### config.mk
export PLATFORM = sky130hd
export DESIGN_NAME = sublane_driver
export DESIGN_NICKNAME = d
export VERILOG_FILES = /design/src/logic/lane_driver_pkg.sv /design/src/logic/issue_ctrl.sv /design/src/logic/read_port_gen.sv /design/src/logic/write_port_gen.sv /design/src/logic/sublane_driver.sv
export SDC_FILE = /design/constraint.sdc
export NUM_CORES = 1
export LEC_CHECK = 0
export BUFFER_PORTS_ARGS = -buffer_cell sky130_fd_sc_hd__buf_4
export CAP_MARGIN = 10
export CORE_MARGIN = 2
export CORE_UTILIZATION = 54
export DETAILED_ROUTE_END_ITERATION = 10
export HOLD_SLACK_MARGIN = 0.05
export PLACE_DENSITY = 0.83
export SYNTH_ARGS = -nofsm -noshare
export SYNTH_HDL_FRONTEND = slang
export SYNTH_SLANG_ARGS = --single-unit
### constraint.sdc
create_clock -name clk_i -period 4.7 [get_ports clk_i]
set_input_delay 0.47 -clock clk_i [delete_from_list [all_inputs] [get_ports clk_i]]
set_output_delay 0.47 -clock clk_i [all_outputs]
set_load 0.01 [all_outputs]
### src/logic/lane_driver_pkg.sv
`default_nettype none

package lane_driver_pkg;

    ////////////////////////////////////////
    // Instruction types

    localparam int INST_TYPE_W = 3;

    localparam logic [INST_TYPE_W-1:0] INST_NORMAL = 3'd0;  // Read, then write after delay
    localparam logic [INST_TYPE_W-1:0] INST_STORE  = 3'd2;  // Read only, data goes to store unit
    localparam logic [INST_TYPE_W-1:0] INST_LOAD   = 3'd4;  // Write incoming beats

    ////////////////////////////////////////
    // Element widths

    localparam int SEW_W = 2;

    localparam logic [SEW_W-1:0] SEW_BYTE = 2'd0;
    localparam logic [SEW_W-1:0] SEW_HALF = 2'd1;
    localparam logic [SEW_W-1:0] SEW_WORD = 2'd2;

    // One lane word is four bytes wide
    localparam int BYTES_PER_WORD = 4;

    // Elements per word as a shift, used to turn an element count into a word offset
    function automatic logic [1:0] sew_shift(input logic [SEW_W-1:0] sew);
        case (sew)
            SEW_BYTE: return 2'd2;
            SEW_HALF: return 2'd1;
            default:  return 2'd0;  // Word and anything wider
        endcase
    endfunction

endpackage

`default_nettype wire

### src/logic/issue_ctrl.sv
`timescale 1ns/100ps
`default_nettype none

module issue_ctrl import lane_driver_pkg::*; #(
    parameter int MEM_DEPTH       = 512,
    parameter int VLANE_NUM       = 8,
    parameter int MAX_VL_PER_LANE = 256
) (
    input  wire logic                                       clk_i,
    input  wire logic                                       rst_i,
    input  wire logic                                       start_i,
    input  wire logic [INST_TYPE_W-1:0]                     inst_type_i,
    input  wire logic [$clog2(VLANE_NUM*MAX_VL_PER_LANE):0] vl_i,
    input  wire logic [SEW_W-1:0]                           vsew_i,
    input  wire logic [SEW_W-1:0]                           wsew_i,
    input  wire logic [$clog2(MAX_VL_PER_LANE)-1:0]         inst_delay_i,
    input  wire logic [$clog2(MEM_DEPTH)-1:0]               raddr_base_i,
    input  wire logic [$clog2(MEM_DEPTH)-1:0]               waddr_base_i,
    input  wire logic                                       rd_done_i,
    input  wire logic                                       wr_done_i,
    output logic                                            ready_o,
    output logic                                            ready_for_load_o,
    output logic                                            store_data_valid_o,
    output logic                                            rd_start_o,
    output logic                                            wr_start_o,
    output logic                                            load_mode_o,
    output logic [$clog2(MAX_VL_PER_LANE):0]                elem_limit_o,
    output logic [$clog2(VLANE_NUM*MAX_VL_PER_LANE):0]      vl_o,
    output logic [SEW_W-1:0]                                vsew_o,
    output logic [SEW_W-1:0]                                wsew_o,
    output logic [$clog2(MAX_VL_PER_LANE)-1:0]              inst_delay_o,
    output logic [$clog2(MEM_DEPTH)-1:0]                    raddr_base_o,
    output logic [$clog2(MEM_DEPTH)-1:0]                    waddr_base_o
);

    localparam int EL_W   = $clog2(MAX_VL_PER_LANE) + 1;
    localparam int LANE_W = $clog2(VLANE_NUM);

    typedef enum logic [1:0] {IDLE, NORMAL, STORE, LOAD} state_t;

    state_t          state_q, state_d;
    logic            ready_q;
    logic            rd_seen_q;  // Read side already finished in NORMAL
    logic            accept;
    logic            finish;
    logic [EL_W-1:0] vl_ceil;

    assign accept = start_i && ready_q;

    // Elements per lane, rounded up
    assign vl_ceil = EL_W'(vl_i >> LANE_W) + EL_W'(|vl_i[LANE_W-1:0]);

    ////////////////////////////////////////
    // Completion per mode

    always_comb begin
        case (state_q)
            NORMAL:  finish = wr_done_i && (rd_seen_q || rd_done_i);
            STORE:   finish = rd_done_i;
            LOAD:    finish = wr_done_i;  // Beat with load_last_i
            default: finish = 1'b1;       // Unsupported code frees on the next edge
        endcase
    end

    always_comb begin
        state_d = state_q;
        if (state_q == IDLE) begin
            if (accept) begin
                case (inst_type_i)
                    INST_NORMAL: state_d = NORMAL;
                    INST_STORE:  state_d = STORE;
                    INST_LOAD:   state_d = LOAD;
                    default:     state_d = IDLE;
                endcase
            end
        end else if (finish) begin
            state_d = IDLE;
        end
    end

    ////////////////////////////////////////
    // Control state

    always_ff @(posedge clk_i) begin
        if (!rst_i) begin
            state_q    <= IDLE;
            ready_q    <= 1'b1;
            rd_seen_q  <= 1'b0;
            rd_start_o <= 1'b0;
            wr_start_o <= 1'b0;
        end else begin
            state_q    <= state_d;
            rd_start_o <= accept && (inst_type_i == INST_NORMAL || inst_type_i == INST_STORE);
            wr_start_o <= accept && (inst_type_i == INST_NORMAL);  // Loads start from load_mode_o
            if (accept) begin
                ready_q <= 1'b0;
            end else if (!ready_q && finish) begin
                ready_q <= 1'b1;
            end
            if (accept) begin
                rd_seen_q <= 1'b0;
            end else if (rd_done_i) begin
                rd_seen_q <= 1'b1;
            end
        end
    end

    // Instruction fields, held for the whole run
    always_ff @(posedge clk_i) begin
        if (accept) begin
            elem_limit_o <= vl_ceil;
            vl_o         <= vl_i;
            vsew_o       <= vsew_i;
            wsew_o       <= wsew_i;
            inst_delay_o <= inst_delay_i;
            raddr_base_o <= raddr_base_i;
            waddr_base_o <= waddr_base_i;
        end
    end

    assign ready_o          = ready_q;
    assign load_mode_o      = (state_q == LOAD);
    assign ready_for_load_o = (state_q == LOAD);  // Beat taken every cycle until the last

    // STORE state spans exactly the read cycles
    assign store_data_valid_o = (state_q == STORE) && (elem_limit_o != '0);

endmodule

`default_nettype wire

### src/logic/read_port_gen.sv
`timescale 1ns/100ps
`default_nettype none

module read_port_gen import lane_driver_pkg::*; #(
    parameter int MEM_DEPTH       = 512,
    parameter int VLANE_NUM       = 8,
    parameter int MAX_VL_PER_LANE = 256
) (
    input  wire logic                                       clk_i,
    input  wire logic                                       rst_i,
    input  wire logic                                       rd_start_i,
    input  wire logic [$clog2(MAX_VL_PER_LANE):0]           elem_limit_i,
    input  wire logic [$clog2(VLANE_NUM*MAX_VL_PER_LANE):0] vl_i,
    input  wire logic [SEW_W-1:0]                           vsew_i,
    input  wire logic [$clog2(MEM_DEPTH)-1:0]               raddr_base_i,
    output logic                                            vrf_ren_o,
    output logic [$clog2(MEM_DEPTH)-1:0]                    vrf_raddr_o,
    output logic [VLANE_NUM-1:0]                            read_data_valid_o,
    output logic                                            rd_done_o
);

    localparam int AW     = $clog2(MEM_DEPTH);
    localparam int VL_W   = $clog2(VLANE_NUM*MAX_VL_PER_LANE) + 1;
    localparam int EL_W   = $clog2(MAX_VL_PER_LANE) + 1;
    localparam int LANE_W = $clog2(VLANE_NUM);

    logic            busy_q;
    logic [EL_W-1:0] cnt_q;      // Element index, back at zero between instructions
    logic            active;
    logic            last_elem;
    logic [VL_W-1:0] elem_base;  // Global index of lane 0 for this element

    assign active    = rd_start_i || busy_q;
    assign last_elem = (cnt_q + 1'b1) >= elem_limit_i;
    assign elem_base = VL_W'(cnt_q) << LANE_W;

    assign vrf_ren_o   = active && (cnt_q < elem_limit_i);
    assign rd_done_o   = active && last_elem;
    assign vrf_raddr_o = raddr_base_i + AW'(cnt_q >> sew_shift(vsew_i));

    // Lane valid while its element is inside vl
    always_comb begin
        for (int l = 0; l < VLANE_NUM; l++) begin
            read_data_valid_o[l] = vrf_ren_o && ((elem_base + VL_W'(l)) < vl_i);
        end
    end

    always_ff @(posedge clk_i) begin
        if (!rst_i) begin
            busy_q <= 1'b0;
            cnt_q  <= '0;
        end else if (active) begin
            if (last_elem) begin
                busy_q <= 1'b0;
                cnt_q  <= '0;
            end else begin
                busy_q <= 1'b1;
                cnt_q  <= cnt_q + 1'b1;
            end
        end
    end

endmodule

`default_nettype wire

### src/logic/write_port_gen.sv
`timescale 1ns/100ps
`default_nettype none

module write_port_gen import lane_driver_pkg::*; #(
    parameter int MEM_DEPTH       = 512,
    parameter int VLANE_NUM       = 8,
    parameter int MAX_VL_PER_LANE = 256
) (
    input  wire logic                                       clk_i,
    input  wire logic                                       rst_i,
    input  wire logic                                       wr_start_i,
    input  wire logic                                       load_mode_i,
    input  wire logic                                       load_last_i,
    input  wire logic [VLANE_NUM*BYTES_PER_WORD-1:0]        load_bwen_i,
    input  wire logic [$clog2(MAX_VL_PER_LANE):0]           elem_limit_i,
    input  wire logic [$clog2(VLANE_NUM*MAX_VL_PER_LANE):0] vl_i,
    input  wire logic [SEW_W-1:0]                           wsew_i,
    input  wire logic [$clog2(MAX_VL_PER_LANE)-1:0]         inst_delay_i,
    input  wire logic [$clog2(MEM_DEPTH)-1:0]               waddr_base_i,
    output logic [$clog2(MEM_DEPTH)-1:0]                    vrf_waddr_o,
    output logic [VLANE_NUM*BYTES_PER_WORD-1:0]             vrf_bwen_o,
    output logic                                            wr_done_o
);

    localparam int AW     = $clog2(MEM_DEPTH);
    localparam int VL_W   = $clog2(VLANE_NUM*MAX_VL_PER_LANE) + 1;
    localparam int EL_W   = $clog2(MAX_VL_PER_LANE) + 1;
    localparam int DLY_W  = $clog2(MAX_VL_PER_LANE);
    localparam int LANE_W = $clog2(VLANE_NUM);

    logic                      wait_q;   // Counting off inst_delay
    logic                      busy_q;   // Past the first write
    logic [DLY_W-1:0]          dly_q;
    logic [EL_W-1:0]           cnt_q;    // Element index, or beat index in load mode
    logic                      dly_hit;
    logic                      write_act;
    logic                      last_elem;
    logic [VL_W-1:0]           elem_base;
    logic [BYTES_PER_WORD-1:0] pattern;

    assign dly_hit   = wait_q && (dly_q >= inst_delay_i);  // First write lands here
    assign write_act = dly_hit || busy_q;
    assign last_elem = (cnt_q + 1'b1) >= elem_limit_i;
    assign elem_base = VL_W'(cnt_q) << LANE_W;

    assign wr_done_o = load_mode_i ? load_last_i : (write_act && last_elem);

    // Loads write one word per beat, no packing by width
    assign vrf_waddr_o = load_mode_i ? waddr_base_i + AW'(cnt_q)
                                     : waddr_base_i + AW'(cnt_q >> sew_shift(wsew_i));

    ////////////////////////////////////////
    // Byte enables

    // Rotates with the element index inside one word
    always_comb begin
        case (wsew_i)
            SEW_BYTE: pattern = BYTES_PER_WORD'(1) << cnt_q[1:0];
            SEW_HALF: pattern = {{2{cnt_q[0]}}, {2{~cnt_q[0]}}};
            default:  pattern = '1;
        endcase
    end

    always_comb begin
        for (int l = 0; l < VLANE_NUM; l++) begin
            if (load_mode_i) begin
                vrf_bwen_o[l*BYTES_PER_WORD +: BYTES_PER_WORD] =
                    load_bwen_i[l*BYTES_PER_WORD +: BYTES_PER_WORD];
            end else if (write_act && ((elem_base + VL_W'(l)) < vl_i)) begin
                vrf_bwen_o[l*BYTES_PER_WORD +: BYTES_PER_WORD] = pattern;
            end else begin
                vrf_bwen_o[l*BYTES_PER_WORD +: BYTES_PER_WORD] = '0;  // Tail lanes stay untouched
            end
        end
    end

    ////////////////////////////////////////
    // Counters

    always_ff @(posedge clk_i) begin
        if (!rst_i) begin
            wait_q <= 1'b0;
            busy_q <= 1'b0;
            dly_q  <= '0;
            cnt_q  <= '0;
        end else if (load_mode_i) begin
            cnt_q <= load_last_i ? '0 : cnt_q + 1'b1;
        end else begin
            if (wr_start_i) begin
                wait_q <= 1'b1;
                dly_q  <= DLY_W'(1);
            end else if (wait_q && !dly_hit) begin
                dly_q <= dly_q + 1'b1;
            end
            if (write_act) begin
                wait_q <= 1'b0;
                busy_q <= !last_elem;
                cnt_q  <= last_elem ? '0 : cnt_q + 1'b1;
            end
        end
    end

endmodule

`default_nettype wire

### src/logic/sublane_driver.sv
`timescale 1ns/100ps
`default_nettype none

module sublane_driver import lane_driver_pkg::*; #(
    parameter int MEM_DEPTH       = 512,
    parameter int VLANE_NUM       = 8,
    parameter int MAX_VL_PER_LANE = 256
) (
    input  wire logic                                  clk_i,
    input  wire logic                                  rst_i,
    input  wire logic                                  start_i,
    input  wire logic [INST_TYPE_W-1:0]                inst_type_i,
    input  wire logic [$clog2(VLANE_NUM*MAX_VL_PER_LANE):0] vl_i,
    input  wire logic [SEW_W-1:0]                      vsew_i,
    input  wire logic [SEW_W-1:0]                      wsew_i,
    input  wire logic [$clog2(MAX_VL_PER_LANE)-1:0]    inst_delay_i,
    input  wire logic [$clog2(MEM_DEPTH)-1:0]          vrf_starting_raddr_i,
    input  wire logic [$clog2(MEM_DEPTH)-1:0]          vrf_starting_waddr_i,
    input  wire logic                                  load_last_i,
    input  wire logic [VLANE_NUM*BYTES_PER_WORD-1:0]   load_bwen_i,
    output logic                                       ready_o,
    output logic                                       ready_for_load_o,
    output logic                                       store_data_valid_o,
    output logic                                       vrf_ren_o,
    output logic [$clog2(MEM_DEPTH)-1:0]               vrf_raddr_o,
    output logic [VLANE_NUM-1:0]                       read_data_valid_o,
    output logic [$clog2(MEM_DEPTH)-1:0]               vrf_waddr_o,
    output logic [VLANE_NUM*BYTES_PER_WORD-1:0]        vrf_bwen_o
);

    localparam int AW    = $clog2(MEM_DEPTH);
    localparam int VL_W  = $clog2(VLANE_NUM*MAX_VL_PER_LANE) + 1;
    localparam int EL_W  = $clog2(MAX_VL_PER_LANE) + 1;
    localparam int DLY_W = $clog2(MAX_VL_PER_LANE);

    // Controller to generators
    logic             rd_start, wr_start, load_mode;
    logic [EL_W-1:0]  elem_limit;
    logic [VL_W-1:0]  vl;
    logic [SEW_W-1:0] vsew, wsew;
    logic [DLY_W-1:0] inst_delay;
    logic [AW-1:0]    raddr_base, waddr_base;

    // Generators back to controller
    logic rd_done, wr_done;

    issue_ctrl #(
        .MEM_DEPTH       (MEM_DEPTH),
        .VLANE_NUM       (VLANE_NUM),
        .MAX_VL_PER_LANE (MAX_VL_PER_LANE)
    ) issue_ctrl_i (
        .clk_i              (clk_i),
        .rst_i              (rst_i),
        .start_i            (start_i),
        .inst_type_i        (inst_type_i),
        .vl_i               (vl_i),
        .vsew_i             (vsew_i),
        .wsew_i             (wsew_i),
        .inst_delay_i       (inst_delay_i),
        .raddr_base_i       (vrf_starting_raddr_i),
        .waddr_base_i       (vrf_starting_waddr_i),
        .rd_done_i          (rd_done),
        .wr_done_i          (wr_done),
        .ready_o            (ready_o),
        .ready_for_load_o   (ready_for_load_o),
        .store_data_valid_o (store_data_valid_o),
        .rd_start_o         (rd_start),
        .wr_start_o         (wr_start),
        .load_mode_o        (load_mode),
        .elem_limit_o       (elem_limit),
        .vl_o               (vl),
        .vsew_o             (vsew),
        .wsew_o             (wsew),
        .inst_delay_o       (inst_delay),
        .raddr_base_o       (raddr_base),
        .waddr_base_o       (waddr_base)
    );

    read_port_gen #(
        .MEM_DEPTH       (MEM_DEPTH),
        .VLANE_NUM       (VLANE_NUM),
        .MAX_VL_PER_LANE (MAX_VL_PER_LANE)
    ) read_port_gen_i (
        .clk_i             (clk_i),
        .rst_i             (rst_i),
        .rd_start_i        (rd_start),
        .elem_limit_i      (elem_limit),
        .vl_i              (vl),
        .vsew_i            (vsew),
        .raddr_base_i      (raddr_base),
        .vrf_ren_o         (vrf_ren_o),
        .vrf_raddr_o       (vrf_raddr_o),
        .read_data_valid_o (read_data_valid_o),
        .rd_done_o         (rd_done)
    );

    write_port_gen #(
        .MEM_DEPTH       (MEM_DEPTH),
        .VLANE_NUM       (VLANE_NUM),
        .MAX_VL_PER_LANE (MAX_VL_PER_LANE)
    ) write_port_gen_i (
        .clk_i        (clk_i),
        .rst_i        (rst_i),
        .wr_start_i   (wr_start),
        .load_mode_i  (load_mode),
        .load_last_i  (load_last_i),
        .load_bwen_i  (load_bwen_i),
        .elem_limit_i (elem_limit),
        .vl_i         (vl),
        .wsew_i       (wsew),
        .inst_delay_i (inst_delay),
        .waddr_base_i (waddr_base),
        .vrf_waddr_o  (vrf_waddr_o),
        .vrf_bwen_o   (vrf_bwen_o),
        .wr_done_o    (wr_done)
    );

endmodule

`default_nettype wire

==> results of run 1 <==
[worst register-to-register path, stage by stage (launching register included)]
cell and delay (ps):
dfxtp_1 500, ha_1 290, and3_1 260, and3_1 250, and3_1 190, xnor2_1 140
inv_1 80, ha_1 330, and4_1 220, nand2_1 70, o211ai_1 740, a21oi_1 240
nor4_1 340, o41a_1 220
[where the power goes]
part	leakage [nW]	switching (mW)	internal [mW]
combinational	2.64	0.151	0.144
sequential	0.773	0.0252	0.838
clock	0.157	0.303	0.425
[area by class of cell]
type / instances / share of cell area
inverters: 38 / 0.0185
clock buffers: 11 / 0.0358
multi-input cells: 500 / 0.486
repair buffers: 145 / 0.141
flip-flops and latches: 86 / 0.290
clock inverters: 5 / 0.00471
well taps: 143 / 0.0232
[metrics by stage]
step	hold slack (ps)	total power [mW]	setup slack (ps)
after floorplan	456	1.03	1100
after global placement	472	1.16	1230
after detailed placement	516	1.17	905
after CTS	289	1.90	834
after global routing	288	1.96	506
final	297	1.89	788
[cells in the mapped netlist (all sizes together), types with 8 or more instances]
cell type / n / share of area
or3: 9 / 0.0091
nand4: 8 / 0.0080
mux2i: 14 / 0.023
xnor2: 24 / 0.034
nand2: 39 / 0.024
nor3: 13 / 0.011
and3: 11 / 0.011
o21a: 9 / 0.011
nor2b: 15 / 0.015
a21o: 15 / 0.018
clkbuf: 21 / 0.013
ha: 79 / 0.16
xor2: 15 / 0.021
nor2: 36 / 0.022
a21oi: 44 / 0.035
dfxtp: 35 / 0.11
a211oi: 10 / 0.013
a22o: 24 / 0.034
a32o: 16 / 0.026
inv: 37 / 0.022
nand3: 14 / 0.011
o21ai: 35 / 0.028
edfxtp: 51 / 0.25
[kinds of logic after synthesis]
group,share of synthesized area
adders and majority gates,0.165
AOI/OAI and AO/OA,0.211
DFF,0.359
xor gates and xnor gates,0.0549
muxes,0.0243
and+or+nand+nor,0.146
buffers and inverters,0.0390
[flip-flops by register name (all words and copies together), names as in the netlist]
signal                     count
read_port_gen_i.busy_q         1
write_port_gen_i.dly_q         8
write_port_gen_i.busy_q        1
issue_ctrl_i.waddr_base_o      9
read_port_gen_i.cnt_q          9
issue_ctrl_i.raddr_base_o      9
issue_ctrl_i.rd_seen_q         1
issue_ctrl_i.ready_o           1
issue_ctrl_i.rd_start_o        1
issue_ctrl_i.inst_delay_o      8
issue_ctrl_i.wsew_o            2
issue_ctrl_i.state_q           2
write_port_gen_i.cnt_q         9
issue_ctrl_i.vl_o             12
issue_ctrl_i.elem_limit_o      9
write_port_gen_i.wait_q        1
issue_ctrl_i.wr_start_o        1
issue_ctrl_i.vsew_o            2
[routing by layer]
layer	up-vias	track usage	routed length, um
met1	2654	0.321	6620
met5	-	0	0
li1	2691	-	-
met3	29	0.0487	1030
met2	216	0.468	8180
met4	0	0.0996	350
[worst paths after layout]
path | endpoint | slack (ps) | depth (start not counted)
min reg2reg | write_port_gen_i.dly_q[7] | 530 | 2
min | issue_ctrl_i.raddr_base_o[7] | 300 | 1
max | issue_ctrl_i.ready_o | 790 | 13
max reg2reg | issue_ctrl_i.ready_o | 790 | 13
==> out/qor.csv, run 1 <==
stage,metric,value,unit
status,status,"complete, no violations",
timing,period_share,0.832,
timing,timing.fmax,0.256,GHz
final_layout,final_layout_size_suffix_gt1_frac,0.218,
place,port_buffers,142,
synth,syn_area_per_cell,9.57,um2
min_path,hp-start,vrf_starting_raddr_i[7],
final_layout,synthToLayoutAreaGrowth,23.8,%
synth,synthFlopType,edfxtp_1,
routing,vias_per_cell,6.02,
synth,yosys_warnings,0,
clock_network,worstSkewPairLatency,350,ps
final_layout,fin_cells,928,
timing,period_minus_slack,3910,ps
routing,dr.pass1.iters,5,
place,dpl_cell_area,0.00739,mm2
synth,ys_seq_area_frac,0.359,
power_and_ir_drop,p_per_area,245,mW/mm2
critical_path,arrival,4210,ps
die,ioPinCount,143,
synth,syn_nets,812,
critical_path,critical_path.top_delay_family,simple AND/OR/NAND/NOR gates,
critical_path,slowest_delay,740,ps
timing,max_slew_margin,0.384,
power_and_ir_drop,ir_drop,0.185,mV
timing,hold_violations,0,
timing,fin_setup_tns,0,ps
timing,clock_skew,9.31,ps
grt,grt_pass1_vias,5481,
die,die_area,0.0124,mm2
grt,grt_pass1_wl,26500,um
critical_path,critPathRequiredTime,4990,ps
routing,wl,16200,um
synth,synth-edff-count,51,
timing,worst_pin_slew,918,ps
min_path,hold_path_class,input pin to register,
synth,netlist_area,0.00622,mm2
die,die_x,111,um
final_layout,insertedDiodeCount,0,
clock_network,cts-htree-levels,3,
grt,grt_start_max_net_pins,46,
grt,grt-ovfl-total,0,
routing,drc_errors,0,
die,start_util,0.549,
critical_path,critPathSlowestCell,o211ai_1,
clock_network,cts_buffers,9,
timing,rsz0062_at_grt,no,
grt,grt_usage,0.265,
final_layout,fin_util,0.680,
critical_path,path_common_cell,and3_1,
critical_path,critPathLaunch,read_port_gen_i.cnt_q[0],
synth,syn_inst,650,
clock_network,holdBufCountCts,0,
synth,async_reset_ff_frac,0,
final_layout,fin_area,0.00770,mm2
final_layout,layout_commonest_cell,buf_4,
critical_path,crit_buf_inv,1,
critical_path,critPathKind,register to register,
place,place_inst,912,
critical_path,crit_chain,ha_1 > and3_1 > and3_1 > and3_1 > xnor2_1 > inv_1 > ha_1 > and4_1 > nand2_1 > o211ai_1 > a21oi_1 > nor4_1 > o41a_1,
critical_path,endpoint_kind,register,
routing,vias,5590,
place,dp_hpwl,12600,um
clock_network,clock_tree.buffer_depth,2,
clock_network,post_cts_resized,0,
grt,grt_antenna_before_repair,0,
synth,ys_seq_elements,86,
critical_path,rr_startpoint,read_port_gen_i.cnt_q[0],
run,max_cap_viol_count,0,
routing,post_drt_wl_per_cell,17.4,um
timing,maxSlewViolCount,0,
critical_path,crit_fanout,12,
power_and_ir_drop,leakage,3.57,nW
place,gp_congestion,0.950,
synth,synth_cell_type_count,57,
final_layout,multi_input_area,0.00374,mm2
die,core-area,0.0113,mm2
final_layout,final_cell_mix,"buf_4, ha_1, edfxtp_1",
clock_network,cts_root_buffer,clkbuf_16,
clock_network,post_cts_buffers,0,
clock_network,cts_tree,yes,
die,row_count,39,
critical_path,start_kind,register,
final_layout,final_nets,942,
die,die_h,111,um
timing,setup_viol,0,
clock_network,clkSinkCount,86,
routing,antenna_left,0,
final_layout,seq_area,0.00223,mm2
clock_network,path_clk_slew,70,ps
final_layout,fill_cells,874,
routing,first_iter_violations,407,
Note: power is estimated with default switching activity, not from simulation.
==> run 2: changes to the inputs <==
ABC_AREA = 1   (was not set)
CORE_UTILIZATION = 50   (was 54)
PLACE_DENSITY = 0.81   (was 0.83)
clock period = 3.47 ns   (was 4.7 ns; I/O delays follow)
==> run 2 against run 1 <==
Against the previous run: routed wire length decreased by 5.5%; clock-buffer cell count rose by 3; global-route usage decreased by 2.7 points; flip-flop and latch count unchanged; via count increased by 2.7%.
==> out/qor.csv, run 2 <==
stage,metric,value,unit,change
status,status,"complete, no violations",,
synth,synthFlopType,edfxtp_1,,
critical_path,endpoint_kind,output port,,
synth,ys_seq_elements,86,,unchanged
grt,grt_antenna_before_repair,0,,unchanged
final_layout,final_layout_size_suffix_gt1_frac,0.223,,+0.00559
timing,period_share,0.931,,
clock_network,cts_tree,yes,,
clock_network,cts_buffers,9,,unchanged
critical_path,critPathSlowestCell,edfxtp_1,,
grt,grt_usage,0.237,,-0.0273
critical_path,crit_fanout,10,,-2
synth,ys_seq_area_frac,0.359,,about the same
clock_network,clkSinkCount,86,,unchanged
final_layout,largest_reg_flops,12,,unchanged
critical_path,crit_chain,nor2_2 > inv_2 > o22ai_1 > a22oi_1 > ha_1 > fa_2 > nand3_1 > nand3_1 > a21oi_2 > o21bai_2 > nand2_1 > nand2_1 > a21oi_1 > xor2_1 > buf_4,,
final_layout,seq_area,0.00223,mm2,unchanged
clock_network,holdBufCountCts,0,,unchanged
min_path,hold_path_class,input pin to register,,
die,die_area,0.0133,mm2,+7.7%
routing,dr.pass1.iters,5,,unchanged
final_layout,largest_register,issue_ctrl_i.vl_o,,
die,die_h,116,um,+3.8%
final_layout,final_nets,1079,,+15%
routing,routedLengthMet1,6820,um,+3.0%
clock_network,cts-htree-levels,3,,unchanged
final_layout,final_cell_mix,"nand2_1, buf_4, inv_1",,
critical_path,crit_buf_inv,2,,+1
place,place_inst,1071,,+17%
critical_path,slowest_delay,430,ps,-310 ps
timing,maxSlewViolCount,0,,unchanged
synth,yosysTopAreaCellShare,0.246,,about the same
timing,timing.fmax,0.310,GHz,
critical_path,critical_path.top_delay_family,compound AO/OA/AOI/OAI gates,,
clock_network,cts_root_buffer,clkbuf_16,,
synth,synth_top_cells_by_area,"edfxtp_1, ha_1, dfxtp_1, nand2_1, inv_1",,
timing,setup_viol,0,,unchanged
routing,vias,5741,,+2.7%
power_and_ir_drop,leakage,3.80,nW,+6.4%
synth,netlist_top_cells_count,"nand2_1, inv_1, ha_1",,
timing,clock_skew,4.45,ps,-4.86 ps
clock_network,worstSkewPairLatency,350,ps,about the same
timing,hold_slack,171,ps,-126 ps
routing,drc_errors,0,,unchanged
clock_network,clock_tree.buffer_depth,2,,unchanged
die,die_x,116,um,+3.8%
die,ioPinCount,143,,unchanged
power_and_ir_drop,ir_drop,0.349,mV,+88%
synth,synth_cell_type_count,47,,-18%
synth,yosysMostFrequentCell,nand2_1,,
place,dpl_cell_area,0.00748,mm2,+1.2%
routing,first_iter_violations,400,,-1.7%
synth,synth-edff-count,51,,unchanged
die,row_count,40,,+2.6%
synth,syn_nets,930,,+15%
final_layout,insertedDiodeCount,0,,unchanged
power_and_ir_drop,p_per_area,331,mW/mm2,+35%
critical_path,arrival,2880,ps,-1330 ps
place,port_buffers,142,,unchanged
run,max_cap_viol_count,0,,unchanged
grt,grt_pass1_vias,5452,,-0.53%
synth,syn_inst,768,,+18%
grt,grt_pass1_wl,25000,um,-5.4%
final_layout,fin_area,0.00782,mm2,+1.6%
critical_path,start_kind,register,,
clock_network,path_clk_slew,60,ps,about the same
routing,wl,15300,um,-5.5%
critical_path,critPathRequiredTime,3120,ps,-1870 ps
final_layout,layout_commonest_cell,nand2_1,,
synth,synth_top_area_cell,edfxtp_1,,
timing,period_minus_slack,3230,ps,
timing,fin_setup_tns,0,ps,unchanged
place,dp_hpwl,11800,um,-5.8%
routing,met3_length,887,um,-14%
power_and_ir_drop,power.total,2.59,mW,+37%
synth,syn_area_per_cell,8.09,um2,-15%
die,core-area,0.0121,mm2,+6.5%
final_layout,fill_cells,1015,,+16%
synth,async_reset_ff_frac,0,,unchanged
routing,top_layer,met4,,
routing,post_drt_wl_per_cell,14.0,um,-20%
final_layout,fin_cells,1090,,+17%
timing,hold_violations,0,,unchanged
timing,max_slew_margin,0.613,,+0.228
synth,netlist_area,0.00622,mm2,about the same
synth,yosys_warnings,0,,unchanged
timing,rsz0062_at_grt,no,,
routing,vias_per_cell,5.27,,-13%
die,start_util,0.515,,-0.0339
routing,met2_length,7230,um,-12%
routing,antenna_left,0,,unchanged
final_layout,multi_input_area,0.00353,mm2,-5.6%
critical_path,critPathKind,register to output port,,
final_layout,synthToLayoutAreaGrowth,25.8,%,
timing,worst_pin_slew,580,ps,-338 ps
grt,grt_start_max_net_pins,36,,-22%
place,gp_congestion,0.955,,+0.43%
grt,grt-ovfl-total,0,,unchanged
run 2: worst register-to-register path, cell delays in order, from the launching register on:
cell     delay, ps
dfxtp_1        490
ha_1           250
nand2_1         60
nor2_1         170
nand3_1        130
nor3_1         220
xor2_1         160
inv_1           80
ha_1           300
nand2_1         90
inv_1           50
a21oi_1        140
nand4_1        140
nor2_2         300
inv_2           60
nor2_1         130
a32o_1         140
run 2: timing repair:
item | CTS | global route
resized for setup | 0 | 8
buffers inserted | 0 | 3
endpoints found under the setup margin | 0 | 3
run 2: cells by family after synthesis:
group / after synthesis / share of synthesized area
xor gates and xnor gates: 37 / 0.0521
DFF: 86 / 0.359
and+or+nand+nor: 288 / 0.202
buffers and inverters: 124 / 0.0761
AOI/OAI and AO/OA: 152 / 0.145
adders and majority gates: 81 / 0.165
run 2: per-stage QoR:
step | setup slack (ps) | util
after CTS | 4.67 | 0.645
after detailed placement | 416 | 0.620
final | 240 | 0.649
after global routing | 1.82 | 0.649
after global placement | 546 | 0.620
after floorplan | 734 | -
run 2: cell type report:
type,instances,area share
well taps,168,0.0269
multi-input cells,558,0.452
repair buffers,150,0.144
flip-flops and latches,86,0.285
clock buffers,14,0.0368
inverters,112,0.0537
clock inverters,2,0.00144
run 2: per-layer routing:
layer  global-route usage  up-vias
met5                    0        -
met2                0.396      190
li1                     -     2922
met1                0.304     2596
met4               0.0900        0
met3               0.0492       33
run 2: final timing paths:
path / start / endpoint / slack (ps) / depth (start not counted)
worst max-delay path: issue_ctrl_i.wsew_o[1] / vrf_waddr_o[8] / 240 / 15
worst max register to register: read_port_gen_i.cnt_q[1] / read_port_gen_i.cnt_q[1] / 510 / 16
worst min-delay path: wsew_i[1] / issue_ctrl_i.wsew_o[1] / 170 / 1
worst min register to register: write_port_gen_i.dly_q[0] / write_port_gen_i.dly_q[0] / 480 / 1
run 2: report_power, final:
part	internal, mW	switching (mW)	total (mW)
clock	0.573	0.390	0.963
combinational	0.220	0.251	0.471
sequential	1.13	0.0232	1.16
